### config.mk
export PLATFORM = sky130hd
export DESIGN_NAME = decode_stage
export DESIGN_NICKNAME = d
export VERILOG_FILES = /design/src/common/decode_pkg.sv /design/src/decoder/main_ctrl_dec.sv /design/src/decoder/operand_use_dec.sv /design/src/decoder/side_effect_dec.sv /design/src/decode_stage.sv
export SDC_FILE = /design/constraint.sdc
export NUM_CORES = 1
export LEC_CHECK = 0
export BUFFER_PORTS_ARGS = -buffer_cell sky130_fd_sc_hd__buf_4
export CAP_MARGIN = 20
export CORE_MARGIN = 5
export CORE_UTILIZATION = 30
export CTS_BUF_LIST = sky130_fd_sc_hd__clkbuf_4 sky130_fd_sc_hd__clkbuf_8
export DETAILED_ROUTE_END_ITERATION = 12
export PLACE_DENSITY = 0.49
export SYNTH_ARGS = -nofsm -noshare
export SYNTH_HDL_FRONTEND = slang
export SYNTH_SLANG_ARGS = --single-unit
### constraint.sdc
create_clock -name clk -period 3.2 [get_ports clk]
set_clock_uncertainty 0.15 [all_clocks]
set_input_delay 0.32 -clock clk [delete_from_list [all_inputs] [get_ports clk]]
set_output_delay 0.32 -clock clk [all_outputs]
set_load 0.05 [all_outputs]
### src/common/decode_pkg.sv
package decode_pkg;

	typedef logic [31:0] instr_t;
	typedef logic [5:0]  opcode_t;
	typedef logic [5:0]  funct_t;
	typedef logic [4:0]  reg_idx_t;

	// operation class handed to the execute stage
	typedef enum logic [4:0] {
		ALU_R_TYPE,
		ALU_ROTR,
		ALU_ROTRV,
		ALU_ADDI,
		ALU_ADDIU,
		ALU_SLTI,
		ALU_SLTIU,
		ALU_ANDI,
		ALU_ORI,
		ALU_XORI,
		ALU_LUI,
		ALU_MEM,
		ALU_MTC0,
		ALU_MFC0,
		ALU_MUL,
		ALU_MADD,
		ALU_MADDU,
		ALU_MSUB,
		ALU_MSUBU,
		ALU_NONE
	} alu_op_e;

	typedef enum logic [2:0] {
		BR_NONE = 3'd0,
		BR_EQ   = 3'd1,
		BR_NE   = 3'd2,
		BR_LEZ  = 3'd3,
		BR_GTZ  = 3'd4,
		BR_LTZ  = 3'd5,
		BR_GEZ  = 3'd6
	} branch_cond_e;

	// field positions in the instruction word
	localparam int OP_MSB    = 31;
	localparam int OP_LSB    = 26;
	localparam int RS_MSB    = 25;
	localparam int RS_LSB    = 21;
	localparam int RT_MSB    = 20;
	localparam int RT_LSB    = 16;
	localparam int FN_MSB    = 5;
	localparam int FN_LSB    = 0;
	localparam int ROTR_BIT  = 21;
	localparam int ROTRV_BIT = 6;

	// major opcodes
	localparam opcode_t OP_R_TYPE   = 6'b000000;
	localparam opcode_t OP_REGIMM   = 6'b000001;
	localparam opcode_t OP_J        = 6'b000010;
	localparam opcode_t OP_JAL      = 6'b000011;
	localparam opcode_t OP_BEQ      = 6'b000100;
	localparam opcode_t OP_BNE      = 6'b000101;
	localparam opcode_t OP_BLEZ     = 6'b000110;
	localparam opcode_t OP_BGTZ     = 6'b000111;
	localparam opcode_t OP_ADDI     = 6'b001000;
	localparam opcode_t OP_ADDIU    = 6'b001001;
	localparam opcode_t OP_SLTI     = 6'b001010;
	localparam opcode_t OP_SLTIU    = 6'b001011;
	localparam opcode_t OP_ANDI     = 6'b001100;
	localparam opcode_t OP_ORI      = 6'b001101;
	localparam opcode_t OP_XORI     = 6'b001110;
	localparam opcode_t OP_LUI      = 6'b001111;
	localparam opcode_t OP_COP0     = 6'b010000;
	localparam opcode_t OP_SPECIAL2 = 6'b011100;
	localparam opcode_t OP_LB       = 6'b100000;
	localparam opcode_t OP_LH       = 6'b100001;
	localparam opcode_t OP_LWL      = 6'b100010;
	localparam opcode_t OP_LW       = 6'b100011;
	localparam opcode_t OP_LBU      = 6'b100100;
	localparam opcode_t OP_LHU      = 6'b100101;
	localparam opcode_t OP_LWR      = 6'b100110;
	localparam opcode_t OP_SB       = 6'b101000;
	localparam opcode_t OP_SH       = 6'b101001;
	localparam opcode_t OP_SWL      = 6'b101010;
	localparam opcode_t OP_SW       = 6'b101011;
	localparam opcode_t OP_SWR      = 6'b101110;
	localparam opcode_t OP_LL       = 6'b110000;

	// top opcode nibble of the zero-extending immediates
	localparam logic [3:0] OP_LOGIC_IMM_HI = 4'b0011;

	// R-type funct
	localparam funct_t FN_SLL     = 6'b000000;
	localparam funct_t FN_SRL     = 6'b000010;
	localparam funct_t FN_SRA     = 6'b000011;
	localparam funct_t FN_SLLV    = 6'b000100;
	localparam funct_t FN_SRLV    = 6'b000110;
	localparam funct_t FN_SRAV    = 6'b000111;
	localparam funct_t FN_JR      = 6'b001000;
	localparam funct_t FN_JALR    = 6'b001001;
	localparam funct_t FN_MOVZ    = 6'b001010;
	localparam funct_t FN_MOVN    = 6'b001011;
	localparam funct_t FN_SYSCALL = 6'b001100;
	localparam funct_t FN_BREAK   = 6'b001101;
	localparam funct_t FN_MFHI    = 6'b010000;
	localparam funct_t FN_MTHI    = 6'b010001;
	localparam funct_t FN_MFLO    = 6'b010010;
	localparam funct_t FN_MTLO    = 6'b010011;
	localparam funct_t FN_MULT    = 6'b011000;
	localparam funct_t FN_MULTU   = 6'b011001;
	localparam funct_t FN_DIV     = 6'b011010;
	localparam funct_t FN_DIVU    = 6'b011011;
	localparam funct_t FN_ADD     = 6'b100000;
	localparam funct_t FN_ADDU    = 6'b100001;
	localparam funct_t FN_SUB     = 6'b100010;
	localparam funct_t FN_SUBU    = 6'b100011;
	localparam funct_t FN_AND     = 6'b100100;
	localparam funct_t FN_OR      = 6'b100101;
	localparam funct_t FN_XOR     = 6'b100110;
	localparam funct_t FN_NOR     = 6'b100111;
	localparam funct_t FN_SLT     = 6'b101010;
	localparam funct_t FN_SLTU    = 6'b101011;

	// SPECIAL2 funct
	localparam funct_t FN_MADD  = 6'b000000;
	localparam funct_t FN_MADDU = 6'b000001;
	localparam funct_t FN_MUL   = 6'b000010;
	localparam funct_t FN_MSUB  = 6'b000100;
	localparam funct_t FN_MSUBU = 6'b000101;

	// REGIMM selectors in rt
	localparam reg_idx_t RT_BLTZ   = 5'b00000;
	localparam reg_idx_t RT_BGEZ   = 5'b00001;
	localparam reg_idx_t RT_BLTZAL = 5'b10000;
	localparam reg_idx_t RT_BGEZAL = 5'b10001;

	// COP0 selectors in rs
	localparam reg_idx_t RS_MFC0 = 5'b00000;
	localparam reg_idx_t RS_MTC0 = 5'b00100;
	localparam reg_idx_t RS_CO   = 5'b10000;

	localparam funct_t FN_ERET = 6'b011000;
	localparam logic [25:0] ERET_WORD = {RS_CO, 15'd0, FN_ERET};

endpackage

### src/decoder/main_ctrl_dec.sv
`timescale 1ns/100ps

module main_ctrl_dec (
	input  decode_pkg::opcode_t  opcode,
	input  decode_pkg::funct_t   funct,
	input  decode_pkg::reg_idx_t rs,
	input  decode_pkg::reg_idx_t rt,
	input  decode_pkg::instr_t   instr,
	output decode_pkg::alu_op_e  alu_op,
	output logic                 reg_write,
	output logic                 reg_dst,
	output logic                 is_imm,
	output logic                 mem_to_reg,
	output logic                 mem_read,
	output logic                 mem_write,
	output logic                 is_mfc,
	output logic                 ri,
	output logic                 single_issue
);

	function automatic decode_pkg::alu_op_e imm_op(input decode_pkg::opcode_t op);
		case (op)
			decode_pkg::OP_ADDI:  imm_op = decode_pkg::ALU_ADDI;
			decode_pkg::OP_ADDIU: imm_op = decode_pkg::ALU_ADDIU;
			decode_pkg::OP_SLTI:  imm_op = decode_pkg::ALU_SLTI;
			decode_pkg::OP_SLTIU: imm_op = decode_pkg::ALU_SLTIU;
			decode_pkg::OP_ANDI:  imm_op = decode_pkg::ALU_ANDI;
			decode_pkg::OP_ORI:   imm_op = decode_pkg::ALU_ORI;
			decode_pkg::OP_XORI:  imm_op = decode_pkg::ALU_XORI;
			decode_pkg::OP_LUI:   imm_op = decode_pkg::ALU_LUI;
			default:              imm_op = decode_pkg::ALU_NONE;
		endcase
	endfunction

	always_comb begin
		alu_op = decode_pkg::ALU_NONE;
		reg_write = 1'b0;
		reg_dst = 1'b0;
		is_imm = 1'b0;
		mem_to_reg = 1'b0;
		mem_read = 1'b0;
		mem_write = 1'b0;
		is_mfc = 1'b0;
		ri = 1'b0;
		single_issue = 1'b0;
		case (opcode)
			decode_pkg::OP_R_TYPE: begin
				case (funct)
					decode_pkg::FN_ADD, decode_pkg::FN_ADDU, decode_pkg::FN_SUB,
					decode_pkg::FN_SUBU, decode_pkg::FN_SLT, decode_pkg::FN_SLTU,
					decode_pkg::FN_AND, decode_pkg::FN_OR, decode_pkg::FN_XOR,
					decode_pkg::FN_NOR, decode_pkg::FN_SLL, decode_pkg::FN_SLLV,
					decode_pkg::FN_SRA, decode_pkg::FN_SRAV, decode_pkg::FN_MOVN,
					decode_pkg::FN_MOVZ, decode_pkg::FN_MFHI, decode_pkg::FN_MFLO: begin
						alu_op = decode_pkg::ALU_R_TYPE;
						reg_write = 1'b1;
					end
					// bit 21 turns SRL into ROTR
					decode_pkg::FN_SRL: begin
						alu_op = instr[decode_pkg::ROTR_BIT] ? decode_pkg::ALU_ROTR
							: decode_pkg::ALU_R_TYPE;
						reg_write = 1'b1;
					end
					decode_pkg::FN_SRLV: begin
						alu_op = instr[decode_pkg::ROTRV_BIT] ? decode_pkg::ALU_ROTRV
							: decode_pkg::ALU_R_TYPE;
						reg_write = 1'b1;
					end
					// no register file write
					decode_pkg::FN_JR, decode_pkg::FN_MULT, decode_pkg::FN_MULTU,
					decode_pkg::FN_DIV, decode_pkg::FN_DIVU, decode_pkg::FN_MTHI,
					decode_pkg::FN_MTLO, decode_pkg::FN_SYSCALL, decode_pkg::FN_BREAK: begin
						alu_op = decode_pkg::ALU_R_TYPE;
					end
					decode_pkg::FN_JALR: begin
						alu_op = decode_pkg::ALU_R_TYPE;
						reg_write = 1'b1;
						reg_dst = 1'b1;
					end
					// unknown funct still claims a write
					default: begin
						ri = 1'b1;
						reg_write = 1'b1;
					end
				endcase
			end
			decode_pkg::OP_ADDI, decode_pkg::OP_ADDIU, decode_pkg::OP_SLTI,
			decode_pkg::OP_SLTIU, decode_pkg::OP_ANDI, decode_pkg::OP_ORI,
			decode_pkg::OP_XORI, decode_pkg::OP_LUI: begin
				alu_op = imm_op(opcode);
				reg_write = 1'b1;
				is_imm = 1'b1;
			end
			// plain branches and J touch neither registers nor memory
			decode_pkg::OP_BEQ, decode_pkg::OP_BNE, decode_pkg::OP_BLEZ,
			decode_pkg::OP_BGTZ, decode_pkg::OP_J: begin
				alu_op = decode_pkg::ALU_NONE;
			end
			decode_pkg::OP_REGIMM: begin
				case (rt)
					decode_pkg::RT_BGEZAL, decode_pkg::RT_BLTZAL: begin
						reg_write = 1'b1;
						reg_dst = 1'b1;
					end
					decode_pkg::RT_BGEZ, decode_pkg::RT_BLTZ: begin
						alu_op = decode_pkg::ALU_NONE;
					end
					default: begin
						ri = 1'b1;
					end
				endcase
			end
			// link to r31
			decode_pkg::OP_JAL: begin
				reg_write = 1'b1;
				reg_dst = 1'b1;
			end
			decode_pkg::OP_LB, decode_pkg::OP_LBU, decode_pkg::OP_LH, decode_pkg::OP_LHU,
			decode_pkg::OP_LW, decode_pkg::OP_LWL, decode_pkg::OP_LWR, decode_pkg::OP_LL: begin
				alu_op = decode_pkg::ALU_MEM;
				reg_write = 1'b1;
				is_imm = 1'b1;
				mem_to_reg = 1'b1;
				mem_read = 1'b1;
				single_issue = 1'b1;
			end
			decode_pkg::OP_SB, decode_pkg::OP_SH, decode_pkg::OP_SW,
			decode_pkg::OP_SWL, decode_pkg::OP_SWR: begin
				alu_op = decode_pkg::ALU_MEM;
				is_imm = 1'b1;
				mem_write = 1'b1;
				single_issue = 1'b1;
			end
			decode_pkg::OP_COP0: begin
				single_issue = 1'b1;
				case (rs)
					decode_pkg::RS_MTC0: begin
						alu_op = decode_pkg::ALU_MTC0;
					end
					decode_pkg::RS_MFC0: begin
						alu_op = decode_pkg::ALU_MFC0;
						reg_write = 1'b1;
						is_mfc = 1'b1;
					end
					// only an exact ERET word is legal here
					default: begin
						ri = instr[decode_pkg::RS_MSB:0] != decode_pkg::ERET_WORD;
					end
				endcase
			end
			decode_pkg::OP_SPECIAL2: begin
				case (funct)
					decode_pkg::FN_MUL: begin
						alu_op = decode_pkg::ALU_MUL;
						reg_write = 1'b1;
					end
					decode_pkg::FN_MADD:  alu_op = decode_pkg::ALU_MADD;
					decode_pkg::FN_MADDU: alu_op = decode_pkg::ALU_MADDU;
					decode_pkg::FN_MSUB:  alu_op = decode_pkg::ALU_MSUB;
					decode_pkg::FN_MSUBU: alu_op = decode_pkg::ALU_MSUBU;
					default: begin
						ri = 1'b1;
					end
				endcase
			end
			default: begin
				ri = 1'b1;
			end
		endcase
	end

endmodule

### src/decoder/operand_use_dec.sv
`timescale 1ns/100ps

module operand_use_dec (
	input  decode_pkg::opcode_t  opcode,
	input  decode_pkg::funct_t   funct,
	input  decode_pkg::reg_idx_t rs,
	input  decode_pkg::reg_idx_t rt,
	output logic                 read_rs,
	output logic                 read_rt
);

	always_comb begin
		{read_rs, read_rt} = 2'b00;
		case (opcode)
			decode_pkg::OP_R_TYPE: begin
				case (funct)
					decode_pkg::FN_ADD, decode_pkg::FN_ADDU, decode_pkg::FN_SUB,
					decode_pkg::FN_SUBU, decode_pkg::FN_SLT, decode_pkg::FN_SLTU,
					decode_pkg::FN_AND, decode_pkg::FN_OR, decode_pkg::FN_XOR,
					decode_pkg::FN_NOR, decode_pkg::FN_SLLV, decode_pkg::FN_SRLV,
					decode_pkg::FN_SRAV, decode_pkg::FN_MOVN, decode_pkg::FN_MOVZ,
					decode_pkg::FN_MULT, decode_pkg::FN_MULTU, decode_pkg::FN_DIV,
					decode_pkg::FN_DIVU: begin
						{read_rs, read_rt} = 2'b11;
					end
					// shift amount comes from the word, not rs
					decode_pkg::FN_SLL, decode_pkg::FN_SRL, decode_pkg::FN_SRA: begin
						{read_rs, read_rt} = 2'b01;
					end
					decode_pkg::FN_JR, decode_pkg::FN_JALR, decode_pkg::FN_MTHI,
					decode_pkg::FN_MTLO: begin
						{read_rs, read_rt} = 2'b10;
					end
					default: begin
						{read_rs, read_rt} = 2'b00;
					end
				endcase
			end
			decode_pkg::OP_ADDI, decode_pkg::OP_ADDIU, decode_pkg::OP_SLTI,
			decode_pkg::OP_SLTIU, decode_pkg::OP_ANDI, decode_pkg::OP_ORI,
			decode_pkg::OP_XORI, decode_pkg::OP_BLEZ, decode_pkg::OP_BGTZ,
			decode_pkg::OP_LB, decode_pkg::OP_LBU, decode_pkg::OP_LH, decode_pkg::OP_LHU,
			decode_pkg::OP_LW, decode_pkg::OP_LWL, decode_pkg::OP_LWR, decode_pkg::OP_LL: begin
				{read_rs, read_rt} = 2'b10;
			end
			// store data sits in rt
			decode_pkg::OP_BEQ, decode_pkg::OP_BNE, decode_pkg::OP_SB, decode_pkg::OP_SH,
			decode_pkg::OP_SW, decode_pkg::OP_SWL, decode_pkg::OP_SWR: begin
				{read_rs, read_rt} = 2'b11;
			end
			decode_pkg::OP_REGIMM: begin
				case (rt)
					decode_pkg::RT_BLTZ, decode_pkg::RT_BGEZ,
					decode_pkg::RT_BLTZAL, decode_pkg::RT_BGEZAL: begin
						{read_rs, read_rt} = 2'b10;
					end
					default: begin
						{read_rs, read_rt} = 2'b00;
					end
				endcase
			end
			decode_pkg::OP_COP0: begin
				read_rt = rs == decode_pkg::RS_MTC0;
			end
			decode_pkg::OP_SPECIAL2: begin
				case (funct)
					decode_pkg::FN_MUL, decode_pkg::FN_MADD, decode_pkg::FN_MADDU,
					decode_pkg::FN_MSUB, decode_pkg::FN_MSUBU: begin
						{read_rs, read_rt} = 2'b11;
					end
					default: begin
						{read_rs, read_rt} = 2'b00;
					end
				endcase
			end
			default: begin
				{read_rs, read_rt} = 2'b00;
			end
		endcase
	end

endmodule

### src/decoder/side_effect_dec.sv
`timescale 1ns/100ps

module side_effect_dec (
	input  decode_pkg::opcode_t      opcode,
	input  decode_pkg::funct_t       funct,
	input  decode_pkg::reg_idx_t     rs,
	input  decode_pkg::reg_idx_t     rt,
	output decode_pkg::branch_cond_e branch_cond,
	output logic                     hilo_read,
	output logic                     hilo_write,
	output logic                     muldiv_en,
	output logic                     cp0_read,
	output logic                     cp0_write,
	output logic                     eret,
	output logic                     syscall,
	output logic                     brk,
	output logic                     sign_ex
);

	logic is_special;
	logic is_cop0;

	assign is_special = opcode == decode_pkg::OP_R_TYPE;
	assign is_cop0 = opcode == decode_pkg::OP_COP0;

	always_comb begin
		case (opcode)
			decode_pkg::OP_BEQ:  branch_cond = decode_pkg::BR_EQ;
			decode_pkg::OP_BNE:  branch_cond = decode_pkg::BR_NE;
			decode_pkg::OP_BLEZ: branch_cond = decode_pkg::BR_LEZ;
			decode_pkg::OP_BGTZ: branch_cond = decode_pkg::BR_GTZ;
			// every other REGIMM selector falls back to LTZ
			decode_pkg::OP_REGIMM: begin
				if (rt == decode_pkg::RT_BGEZ || rt == decode_pkg::RT_BGEZAL)
					branch_cond = decode_pkg::BR_GEZ;
				else
					branch_cond = decode_pkg::BR_LTZ;
			end
			default: branch_cond = decode_pkg::BR_NONE;
		endcase
	end

	always_comb begin
		muldiv_en = 1'b0;
		hilo_read = 1'b0;
		hilo_write = 1'b0;
		case (opcode)
			decode_pkg::OP_R_TYPE: begin
				case (funct)
					decode_pkg::FN_MULT, decode_pkg::FN_MULTU,
					decode_pkg::FN_DIV, decode_pkg::FN_DIVU: muldiv_en = 1'b1;
					decode_pkg::FN_MFHI, decode_pkg::FN_MFLO: hilo_read = 1'b1;
					decode_pkg::FN_MTHI, decode_pkg::FN_MTLO: hilo_write = 1'b1;
					default: muldiv_en = 1'b0;
				endcase
			end
			decode_pkg::OP_SPECIAL2: begin
				case (funct)
					decode_pkg::FN_MUL: muldiv_en = 1'b1;
					// accumulate reads and rewrites HI/LO
					decode_pkg::FN_MADD, decode_pkg::FN_MADDU,
					decode_pkg::FN_MSUB, decode_pkg::FN_MSUBU: begin
						muldiv_en = 1'b1;
						hilo_read = 1'b1;
						hilo_write = 1'b1;
					end
					default: muldiv_en = 1'b0;
				endcase
			end
			default: muldiv_en = 1'b0;
		endcase
	end

	assign cp0_read = is_cop0 && rs == decode_pkg::RS_MFC0;
	assign cp0_write = is_cop0 && rs == decode_pkg::RS_MTC0;
	assign eret = is_cop0 && rs == decode_pkg::RS_CO && funct == decode_pkg::FN_ERET;
	assign syscall = is_special && funct == decode_pkg::FN_SYSCALL;
	assign brk = is_special && funct == decode_pkg::FN_BREAK;

	// ANDI, ORI, XORI and LUI zero-extend
	assign sign_ex = opcode[5:2] != decode_pkg::OP_LOGIC_IMM_HI;

endmodule

### src/decode_stage.sv
`timescale 1ns/100ps

module decode_stage (
	input  logic                     clk,
	input  logic                     rst_n,
	input  logic                     in_valid,
	output logic                     in_ready,
	input  decode_pkg::instr_t       instr,
	output logic                     out_valid,
	input  logic                     out_ready,
	output decode_pkg::alu_op_e      alu_op,
	output logic                     reg_write,
	output logic                     reg_dst,
	output logic                     is_imm,
	output logic                     mem_to_reg,
	output logic                     mem_read,
	output logic                     mem_write,
	output logic                     is_mfc,
	output logic                     ri,
	output logic                     single_issue,
	output logic                     read_rs,
	output logic                     read_rt,
	output decode_pkg::branch_cond_e branch_cond,
	output logic                     hilo_read,
	output logic                     hilo_write,
	output logic                     muldiv_en,
	output logic                     cp0_read,
	output logic                     cp0_write,
	output logic                     eret,
	output logic                     syscall,
	output logic                     brk,
	output logic                     sign_ex
);

	decode_pkg::opcode_t      opcode;
	decode_pkg::funct_t       funct;
	decode_pkg::reg_idx_t     rs;
	decode_pkg::reg_idx_t     rt;
	decode_pkg::alu_op_e      d_alu_op;
	decode_pkg::branch_cond_e d_branch_cond;
	// flag bundles, msb first in port order
	logic [8:0]               d_main;
	logic [1:0]               d_use;
	logic [8:0]               d_side;

	assign opcode = instr[decode_pkg::OP_MSB:decode_pkg::OP_LSB];
	assign rs = instr[decode_pkg::RS_MSB:decode_pkg::RS_LSB];
	assign rt = instr[decode_pkg::RT_MSB:decode_pkg::RT_LSB];
	assign funct = instr[decode_pkg::FN_MSB:decode_pkg::FN_LSB];

	main_ctrl_dec u_main_ctrl_dec (
		.opcode       (opcode),
		.funct        (funct),
		.rs           (rs),
		.rt           (rt),
		.instr        (instr),
		.alu_op       (d_alu_op),
		.reg_write    (d_main[8]),
		.reg_dst      (d_main[7]),
		.is_imm       (d_main[6]),
		.mem_to_reg   (d_main[5]),
		.mem_read     (d_main[4]),
		.mem_write    (d_main[3]),
		.is_mfc       (d_main[2]),
		.ri           (d_main[1]),
		.single_issue (d_main[0])
	);

	operand_use_dec u_operand_use_dec (
		.opcode  (opcode),
		.funct   (funct),
		.rs      (rs),
		.rt      (rt),
		.read_rs (d_use[1]),
		.read_rt (d_use[0])
	);

	side_effect_dec u_side_effect_dec (
		.opcode      (opcode),
		.funct       (funct),
		.rs          (rs),
		.rt          (rt),
		.branch_cond (d_branch_cond),
		.hilo_read   (d_side[8]),
		.hilo_write  (d_side[7]),
		.muldiv_en   (d_side[6]),
		.cp0_read    (d_side[5]),
		.cp0_write   (d_side[4]),
		.eret        (d_side[3]),
		.syscall     (d_side[2]),
		.brk         (d_side[1]),
		.sign_ex     (d_side[0])
	);

	// free slot, or the held word leaves this cycle
	assign in_ready = !out_valid || out_ready;

	always_ff @(posedge clk or negedge rst_n) begin
		if (!rst_n) begin
			out_valid <= 1'b0;
		end else if (in_ready) begin
			out_valid <= in_valid;
		end
	end

	always_ff @(posedge clk or negedge rst_n) begin
		if (!rst_n) begin
			alu_op <= decode_pkg::ALU_NONE;
			branch_cond <= decode_pkg::BR_NONE;
			{reg_write, reg_dst, is_imm, mem_to_reg, mem_read, mem_write,
				is_mfc, ri, single_issue} <= '0;
			{read_rs, read_rt} <= '0;
			{hilo_read, hilo_write, muldiv_en, cp0_read, cp0_write,
				eret, syscall, brk, sign_ex} <= '0;
		end else if (in_valid && in_ready) begin
			alu_op <= d_alu_op;
			branch_cond <= d_branch_cond;
			{reg_write, reg_dst, is_imm, mem_to_reg, mem_read, mem_write,
				is_mfc, ri, single_issue} <= d_main;
			{read_rs, read_rt} <= d_use;
			{hilo_read, hilo_write, muldiv_en, cp0_read, cp0_write,
				eret, syscall, brk, sign_ex} <= d_side;
		end
	end

endmodule

==> flow_summary.ini, run 1 <==
[outcome]
outcome = completed

[synthesis]
synth_enable_flop_cells = 0
synth_cell_types = 62
synthesis.area_sq_um = 1982
synth.net_count = 280
synth-warning-count = 0
synth_async_sr_flop_share_pct = 100.0
synth_ff_type = sky130_fd_sc_hd__dfrtp_1
syn_area_per_cell_sq_um = 8.292
postSynthRegisterBits = 27
synth.yosys.seq_area_share_pct = 34.28
synthCells = 239

[setup_path]
criticalPathCategory = primary input to flop
critPathTopFamily = compound AO/OA/AOI/OAI gates
path_buf_inv = 2
worst_setup_path_end_kind = flop
path_cells = buf_4 > inv_1 > ha_1 > or3_4 > o211ai_1 > nand4_1 > o32a_1
critPathArrivalTime_ns = 2.24
crit_slowest_cell = sky130_fd_sc_hd__o211ai_1
worst-path-max-fanout = 11
critical_path_data_required_time_ns = 3.22
max_stage_delay_ns = 0.52
critical_path.startpoint_type = primary input

[drt]
post_drt_via_cell_ratio = 5.486
routed_wl_um = 6405
antenna_left = 0
detailroute.via_count = 2008
drt_first_pass_iters = 4
detailed_route_wire_length_per_cell_um = 17.50
drt_iter0_drc = 106
drc = 0

[cts]
clock_tree.buffer_depth = 2
clk_pin_slew_ns = 0.10
root_buffer = sky130_fd_sc_hd__clkbuf_8
worstSkewPairLatency_ns = 0.27
cts_sinks = 27
cts_buffers = 3
buffers_inserted_by_post_cts_timing_repair = 0
cts_tree = built
clock_tree.htree_level_count = 1

[grt]
initial_antenna_violation_count = 0
global_route.overflow_total = 0
first_pass_grt_wire_length_um = 10740
grtUsageTotal_pct = 15.38
maximum_number_of_pins_on_one_net_before_global_route_repair = 28
grt_pass1_vias = 2036

[timing]
min_period_ns = 2.221
worstMarginPinSlew_ns = 0.7864
max-slew-margin-rel_pct = 46.83
setup_tns_ns = 0
slew_viol_final = 0
fmax_mhz = 450.3
final_hold_viol_count = 0
fin_crit_sh_pct = 69.39
rsz0062_at_grt = no
setup_violations = 0

[final_layout]
final_design_area_no_fill_sq_um = 2524
final.fill_count = 688
number_of_nets_in_the_layout = 331
diodes = 0
area_growth_syn_to_layout_pct = 27.34
fraction_of_final_layout_cells_sized_beyond_drive_strength_1_pct = 29.07

[floorplan]
core-area_sq_um = 6386
dieArea_sq_um = 8332
core.rowCount = 29
chipWidth_um = 91.28
initial_core_util_pct = 31.03
num_io_pins = 66
floorplan.die.height_um = 91.28

[power_and_ir_drop]
vdd_drop_max_mv = 0.1652
comb_power_share_pct = 35.6
p_int_mw = 0.5690
p_leak_nw = 1.063
pwr_density_cell_nw_per_um2 = 357.1
switchingPower_mw = 0.3322
power_switching_share_pct = 36.86
share_seq_of_total_power_pct = 42.6
power.share.clock_pct = 21.7

[placement]
dp_hpwl_um = 5177
port_buffers = 65
gpl.final_weighted_congestion = 0.8883
detailed_place.area_sq_um = 2467

[run]
max_cap_violations = 0

[hold_path]
path_category_of_the_worst_min_delay_check = primary input to flop
-- path summary, 6_finish.rpt --
| path | startpoint | to | slack [ns] | depth (start not counted) |
|---|---|---|---|---|
| min in group asynchronous | rst_n | syscall | 0.34 | 2 |
| min | in_valid | out_valid | 0.10 | 2 |
| max in group asynchronous | rst_n | alu_op[1] | 2.26 | 2 |
| max | instr[26] | reg_write | 0.98 | 7 |
| min reg2reg | muldiv_en | muldiv_en | 0.34 | 2 |
| max reg2reg | out_valid | ri | 1.11 | 4 |
-- stage by stage --
stage | power [mW] | hold WS [ns] | setup WS (ns) | util (%) | std cells
after global routing | 0.9477 | 0.1073 | 0.8709 | 39.52 | 366
after detailed placement | 0.7131 | 0.1071 | 0.7004 | 38.64 | 361
after global placement | 0.7132 | 0.1067 | 0.7208 | 38.64 | 361
after floorplan | 0.5956 | -0.1256 | 0.9510 | - | 239
after CTS | 0.9069 | 0.09965 | 1.000 | 39.52 | 366
final | 0.9012 | 0.1004 | 0.9794 | 39.52 | 366
-- cells by family after synthesis --
family	synth area share (%)
AND/OR/NAND/NOR	28.41
AO/OA/AOI/OAI	25.95
flip-flops	34.28
buffers and inverters	6.313
adder cells (fa/ha/maj)	3.157
XOR/XNOR	1.326
multiplexers	0.5681
-- metal layers --
metal / vias to the layer above / global-route usage (%) / wire, um / share of wire [%]
met5: - / 0 / 0 / 0
met4: 0 / 3.790 / 80 / 1.2
met3: 8 / 2.810 / 413 / 6.4
met2: 68 / 23.32 / 2783 / 43
met1: 944 / 22.52 / 3128 / 49
li1: 988 / - / - / -
-- area by class of cell --
type / count / area [sq um] / area share, %
sequential: 27 / 679.4 / 26.92
clock buffer: 3 / 41.29 / 1.636
multi-input combinational: 186 / 1177 / 46.65
clock inverter: 1 / 5.005 / 0.1983
inverter: 5 / 18.77 / 0.7437
tap: 77 / 96.34 / 3.818
timing repair buffer: 67 / 505.5 / 20.03
-- synth_stat cells, types with 3 or more instances --
| master | number | area share, % |
|---|---|---|
| sky130_fd_sc_hd__o31ai_1 | 3 | 1.1 |
| sky130_fd_sc_hd__nor4_1 | 6 | 1.9 |
| sky130_fd_sc_hd__nand4_1 | 5 | 1.6 |
| sky130_fd_sc_hd__dfrtp_1 | 24 | 30 |
| sky130_fd_sc_hd__nand2_1 | 26 | 4.9 |
| sky130_fd_sc_hd__nor2b_1 | 4 | 1.3 |
| sky130_fd_sc_hd__nor2_1 | 18 | 3.4 |
| sky130_fd_sc_hd__o211ai_1 | 3 | 1.1 |
| sky130_fd_sc_hd__o21ai_0 | 19 | 4.8 |
| sky130_fd_sc_hd__a21oi_1 | 10 | 2.5 |
| sky130_fd_sc_hd__clkbuf_1 | 6 | 1.1 |
| sky130_fd_sc_hd__or2_2 | 3 | 0.95 |
| sky130_fd_sc_hd__nand2b_1 | 11 | 3.5 |
| sky130_fd_sc_hd__o32a_1 | 5 | 2.5 |
| sky130_fd_sc_hd__inv_1 | 5 | 0.95 |
| sky130_fd_sc_hd__a31oi_1 | 8 | 2.5 |
| sky130_fd_sc_hd__ha_1 | 5 | 3.2 |
| sky130_fd_sc_hd__nor3_1 | 6 | 1.5 |
| sky130_fd_sc_hd__buf_2 | 9 | 2.3 |
| sky130_fd_sc_hd__nand3_1 | 7 | 1.8 |
| sky130_fd_sc_hd__dfstp_2 | 3 | 4.0 |
-- power groups by stage --
| stage | logic, mW | clock network (mW) | registers, mW |
|---|---|---|---|
| 2_1_floorplan | 0.120 | 0 | 0.476 |
| 3_3_place_gp | 0.322 | 0 | 0.391 |
| 3_5_place_dp | 0.322 | 0 | 0.391 |
| 4_1_cts | 0.323 | 0.199 | 0.385 |
| 5_1_grt | 0.346 | 0.214 | 0.388 |
| 6_report | 0.321 | 0.196 | 0.384 |
-- flip-flops by register name, indices dropped and copies added, names as in the netlist --
name	count
alu_op	5
branch_cond	3
brk	1
cp0_read	1
cp0_write	1
eret	1
hilo_read	1
hilo_write	1
is_imm	1
mem_read	1
mem_write	1
muldiv_en	1
out_valid	1
read_rs	1
read_rt	1
reg_dst	1
reg_write	1
ri	1
sign_ex	1
single_issue	1
syscall	1
-- layout by cell type (no fill, tap or decap), drive strengths merged, types with 2 or more instances in the layout --
cell type,instances
clkbuf,3
o221ai,2
nand3,7
or2,3
xor2,2
a21o,2
nor4,7
ha,5
nor2b,4
o31ai,3
o32a,5
o22a,3
a221o,2
or3,2
a22o,2
nor3,6
nor3b,2
and3,3
nand2b,11
buf,66
a21oi,10
dfstp,3
o211ai,3
a211oi,2
dfrtp,24
nand2,26
a21boi,2
nand4,5
nor2,18
and2,2
o21ai,20
inv,5
a31oi,8
nor4b,2
-- repair_timing --
action                                 CTS  global route
resized for setup                        0             0
endpoints found under the hold margin   24             0
hold buffers                             1             0
Note: power is estimated with default switching activity, not from simulation.
==> run 2: changes to the inputs <==
==> constraint.sdc (replaced) <==
create_clock -name clk -period 2.3 [get_ports clk]
set_clock_uncertainty 0.15 [all_clocks]
set_input_delay 0.23 -clock clk [delete_from_list [all_inputs] [get_ports clk]]
set_output_delay 0.23 -clock clk [all_outputs]
set_load 0.05 [all_outputs]
==> run 2 against run 1 <==
  * Die area stayed put
  * Critical path depth is 1 higher
  * Sequential power is 39% higher
  * Utilization is 1.8 points higher
  * Largest power group unchanged
==> flow_summary.ini, run 2 (same netlist as run 1, synthesis figures left out) <==
[setup_path]
worstReg2RegStart = out_valid
critical_path_data_required_time_ns = 2.36
reg2regPathDepth = 5
worst-path-max-fanout = 7
critical_path.startpoint_type = primary input
criticalPathCategory = primary input to flop
ff2ff_setup_slack_ns = 0.56
regToRegEndpoint = alu_op[0]
critPathArrivalTime_ns = 2.00
worst_setup_path_end_kind = flop

[cts]
root_buffer = sky130_fd_sc_hd__clkbuf_8
clk_pin_slew_ns = 0.09
worstSkewPairLatency_ns = 0.26
clock_tree.htree_level_count = 1
cts_buffers = 3
buffers_inserted_by_post_cts_timing_repair = 0
cts_sinks = 27
cts_tree = built
clock_tree.buffer_depth = 2

[final_layout]
stdcell_count = 381
largest_register_ffs = 5
multi_input_area_sq_um = 1177
fraction_of_final_layout_cells_sized_beyond_drive_strength_1_pct = 32.57
final_core_utilization_pct = 41.32
regArea_sq_um = 679.4
most_common_cell_after_layout_fill_and_taps_aside = sky130_fd_sc_hd__buf_4
number_of_nets_in_the_layout = 346
registers.top_by_ff_count = alu_op
final.fill_count = 671
diodes = 0
area_growth_syn_to_layout_pct = 33.14
biggestRegsByFlops = alu_op: 5 flops, branch_cond: 3 flops
layout_common_cells = 81 x sky130_fd_sc_hd__buf_4, 26 x sky130_fd_sc_hd__nand2_1, 24 x sky130_fd_sc_hd__dfrtp_1

[hold_path]
path_category_of_the_worst_min_delay_check = primary input to flop
endpoint_with_the_worst_hold_slack = out_valid
hold_path_startpoint = in_valid
worst_hold_path.num_cells = 2

[run]
max_cap_violations = 0

[floorplan]
floorplan.die.height_um = 91.28
core.rowCount = 29
core-area_sq_um = 6386
num_io_pins = 66
chipWidth_um = 91.28
initial_core_util_pct = 31.03
dieArea_sq_um = 8332

[drt]
detailroute.via_count = 2080
antenna_left = 0
drt_first_pass_iters = 4
drc = 0
routed_wl_um = 6443
post_drt_via_cell_ratio = 5.459
drt_iter0_drc = 103
detailed_route_wire_length_per_cell_um = 16.91

[grt]
maximum_number_of_pins_on_one_net_before_global_route_repair = 28
grt_pass1_vias = 2006
first_pass_grt_wire_length_um = 10660
global_route.overflow_total = 0
initial_antenna_violation_count = 0
grtUsageTotal_pct = 15.43

[timing]
holdWs_ns = 0.01605
fmax_mhz = 515.0
worstMarginPinSlew_ns = 0.4864
setup_violations = 0
fin_crit_sh_pct = 84.42
setup_tns_ns = 0
max-slew-margin-rel_pct = 67.23
final_worst_setup_slack_ns = 0.3582
min_period_ns = 1.942
final_hold_viol_count = 0
slew_viol_final = 0
rsz0062_at_grt = no

[placement]
dp_slack_ns = 0.06759
gpl.final_weighted_congestion = 0.8467
dp_hpwl_um = 5302
port_buffers = 65
dp_cells = 376

[power_and_ir_drop]
p_leak_nw = 1.140
pwr_density_cell_nw_per_um2 = 480.8
vdd_drop_max_mv = 0.2634

[outcome]
outcome = completed
-- run 2: cell types whose count changed in the layout (fill, tap and decap cells not counted), sizes merged --
cell and change:
buf +15, clkinv -1, clkbuf +1
-- run 2: layout make-up --
class | count | area share (%)
Multi-Input combinational cell | 186 | 44.62
Inverter | 5 | 0.7112
Clock buffer | 4 | 1.849
Sequential cell | 27 | 25.75
Tap cell | 77 | 3.651
Timing Repair Buffer | 82 | 23.42
-- run 2: worst max path at each step --
stage / startpoint / endpoint / slack [ns]
after CTS: instr[27] / ri / 0.35
final: instr[27] / ri / 0.36
after detailed placement: instr[27] / ri / 0.07
after global routing: instr[26] / alu_op[4] / 0.25
after floorplan: out_valid / branch_cond[1] / 0.05
after global placement: instr[26] / alu_op[4] / 0.11
-- run 2: per-layer routing --
| metal | GRT usage, % | part of all wire, % | up-vias |
|---|---|---|---|
| met5 | 0 | 0 | - |
| met4 | 3.056 | 0.62 | 0 |
| met3 | 2.397 | 7.7 | 2 |
| met2 | 23.56 | 45 | 82 |
| met1 | 23.04 | 47 | 979 |
| li1 | - | - | 1017 |
-- run 2: repair_timing --
| item | CTS | global route |
|---|---|---|
| gates resized for setup | 0 | 0 |
| hold endpoints to repair | 24 | 0 |
| hold buffers | 1 | 0 |
-- run 2: worst max-delay path: stages --
cell                      delay, ns
sky130_fd_sc_hd__buf_4         0.09
sky130_fd_sc_hd__inv_1         0.06
sky130_fd_sc_hd__ha_1          0.27
sky130_fd_sc_hd__or3_4         0.40
sky130_fd_sc_hd__a22o_1        0.23
sky130_fd_sc_hd__a221o_1       0.37
sky130_fd_sc_hd__nor3b_2       0.18
sky130_fd_sc_hd__o32a_1        0.16
-- run 2: stage by stage --
stage                     power (mW)  cell area, sq um
final                          1.269              2639
after global routing           1.337              2639
after CTS                      1.282              2639
after detailed placement       1.008              2580
after global placement         1.011              2580
after floorplan               0.8286              1982
-- run 2: power by group --
part / internal [mW] / total, mW / switching (mW)
Sequential: 0.513 / 0.535 / 0.0219
Clock: 0.135 / 0.273 / 0.137
Combinational: 0.170 / 0.461 / 0.291
==> run 3: changes to the inputs <==
--- a/config.mk
+++ b/config.mk
@@ -11,7 +11,7 @@
 export CORE_UTILIZATION = 30
 export CTS_BUF_LIST = sky130_fd_sc_hd__clkbuf_4 sky130_fd_sc_hd__clkbuf_8
 export DETAILED_ROUTE_END_ITERATION = 12
-export PLACE_DENSITY = 0.49
+export PLACE_DENSITY = 0.51
 export SYNTH_ARGS = -nofsm -noshare
 export SYNTH_HDL_FRONTEND = slang
 export SYNTH_SLANG_ARGS = --single-unit
==> constraint.sdc (replaced) <==
create_clock -name clk -period 1.6 [get_ports clk]
set_clock_uncertainty 0.15 [all_clocks]
set_input_delay 0.16 -clock clk [delete_from_list [all_inputs] [get_ports clk]]
set_output_delay 0.16 -clock clk [all_outputs]
set_load 0.05 [all_outputs]
==> run 3 against run 2 <==
  * The flow now finishes with violations (negative setup slack)
  * Via count is 11% higher
  * Worst setup slack got worse by 0.49 ns
  * Critical path type unchanged
  * Sequential share of layout area shrank 5.0 points
==> flow_summary.ini, run 3 (same netlist as run 1, synthesis figures left out) <==
[outcome]
outcome = finished, violations left
violations_in_the_final_reports = negative setup slack

[power_and_ir_drop]
comb_power_share_pct = 41.3
switchingPower_mw = 0.7088
power_switching_share_pct = 35.86
post-layout-total-power_mw = 1.976
p_leak_nw = 1.492
vdd_drop_max_mv = 0.5122
share_seq_of_total_power_pct = 38.9
pwr_density_cell_nw_per_um2 = 602.2
power.share.clock_pct = 19.8
p_int_mw = 1.268

[floorplan]
initial_core_util_pct = 31.03
num_io_pins = 66
dieArea_sq_um = 8332
floorplan.die.height_um = 91.28
core.rowCount = 29
core-area_sq_um = 6386
chipWidth_um = 91.28

[setup_path]
worst-path-max-fanout = 3
critical_path_data_required_time_ns = 1.67
critical_path.startpoint_type = primary input
critPathArrivalTime_ns = 1.81
criticalPathCategory = primary input to flop
ff2ff_setup_slack_ns = 0.10
worst_setup_path_end_kind = flop

[placement]
dp_cells = 438
port_buffers = 65
dp_slack_ns = -0.4932
dp_hpwl_um = 5981
detailed_place.area_sq_um = 3098
gpl.final_weighted_congestion = 0.8861

[timing]
holdWs_ns = 0.02278
max-slew-margin-rel_pct = 66.55
setup_tns_ns = -0.2986
fin_crit_sh_pct = 108.3
final_hold_viol_count = 0
slew_viol_final = 0
setup_violations = 3
fmax_mhz = 577.1
final_worst_setup_slack_ns = -0.1329
worstMarginPinSlew_ns = 0.4939
min_period_ns = 1.733
rsz0062_at_grt = yes

[drt]
routed_wl_um = 7148
detailroute.via_count = 2308
wl_met3_um = 296
sum_of_met2_wire_segment_lengths_after_detailed_routing_um = 3270
antenna_left = 0
post_drt_via_cell_ratio = 5.163
wl_met1_um = 3505
detailed_route_wire_length_per_cell_um = 15.99
drt_first_pass_iters = 4
drt_iter0_drc = 184
drc = 0
top_layer_used = met4

[final_layout]
final_design_area_no_fill_sq_um = 3282
final_core_utilization_pct = 51.39
regArea_sq_um = 680.7
area_growth_syn_to_layout_pct = 65.59
fraction_of_final_layout_cells_sized_beyond_drive_strength_1_pct = 49.19
stdcell_count = 447
layout_common_cells = 141 x sky130_fd_sc_hd__buf_4, 25 x sky130_fd_sc_hd__nand2_1, 23 x sky130_fd_sc_hd__dfrtp_1
diodes = 0
most_common_cell_after_layout_fill_and_taps_aside = sky130_fd_sc_hd__buf_4
largest_register_ffs = 5
number_of_nets_in_the_layout = 412
biggestRegsByFlops = alu_op: 5 flops, branch_cond: 3 flops
final.fill_count = 632
registers.top_by_ff_count = alu_op
multi_input_area_sq_um = 1280

[cts]
clock_tree.buffer_depth = 2
cts_sinks = 27
clk_pin_slew_ns = 0.10
root_buffer = sky130_fd_sc_hd__clkbuf_8
cts_tree = built
worstSkewPairLatency_ns = 0.28
clock_tree.htree_level_count = 1
cts_buffers = 3

[hold_path]
path_category_of_the_worst_min_delay_check = primary input to flop

[grt]
maximum_number_of_pins_on_one_net_before_global_route_repair = 28
initial_antenna_violation_count = 0
first_pass_grt_wire_length_um = 11790
global_route.overflow_total = 0
grt_pass1_vias = 2328
grtUsageTotal_pct = 17.18

[run]
max_cap_violations = 0
-- run 3: cell types whose count changed in the layout (fill, tap and decap cells not counted), moves of 2 or more --
cell                      previous run  this run
sky130_fd_sc_hd__buf_6               0         3
sky130_fd_sc_hd__ha_4                0         2
sky130_fd_sc_hd__nor3_1              6         4
sky130_fd_sc_hd__ha_1                5         2
sky130_fd_sc_hd__a21oi_1            10         8
sky130_fd_sc_hd__inv_1               5         3
sky130_fd_sc_hd__o21ai_0            19        17
sky130_fd_sc_hd__o21ai_1             1         3
sky130_fd_sc_hd__buf_4              81       141
sky130_fd_sc_hd__a21oi_2             0         2
-- run 3: area by class of cell --
class	instances	area share [%]
well taps	77	2.936
repair buffers	148	34.96
flip-flops and latches	27	20.74
inverters	5	0.9531
clock inverters	1	0.1525
multi-input cells	186	39.00
clock buffers	3	1.258
-- run 3: path summary, 6_finish.rpt --
kind                       startpoint        end  cells after the start
setup reg to reg            out_valid    sign_ex                      4
hold / removal              out_ready  out_valid                      3
setup / recovery            instr[26]         ri                      8
min in group asynchronous       rst_n        brk                      2
max in group asynchronous       rst_n  alu_op[0]                      2
hold reg to reg             muldiv_en  muldiv_en                      2
-- run 3: metal layers --
metal	track usage, %	vias to the layer above
met5	0	-
met2	26.86	58
met4	4.279	0
li1	-	1152
met1	25.01	1094
met3	2.231	4
-- run 3: worst max-delay path, stage by stage --
cell and delay, ns:
sky130_fd_sc_hd__buf_8 0.10, sky130_fd_sc_hd__buf_12 0.12, sky130_fd_sc_hd__ha_4 0.15, sky130_fd_sc_hd__or3_4 0.36
sky130_fd_sc_hd__a22o_1 0.22, sky130_fd_sc_hd__a221o_1 0.35, sky130_fd_sc_hd__nor3b_2 0.20, sky130_fd_sc_hd__o32a_1 0.16
-- run 3: power groups by stage --
stage               Clock (mW)  Sequential [mW]  Combinational [mW]
floorplan                    0            0.953               0.258
global placement             0            0.783               0.782
detailed placement           0            0.782               0.783
CTS                      0.399            0.769               0.809
global route             0.424            0.775               0.876
finish                   0.392            0.768               0.816
-- run 3: what timing repair did --
action,4_1_cts,5_1_grt
hold buffers,2,0
buffers inserted,3,0
pin swaps,9,8
gates resized for setup,13,11
endpoints found under the setup margin,11,14
endpoints found under the hold margin,28,0
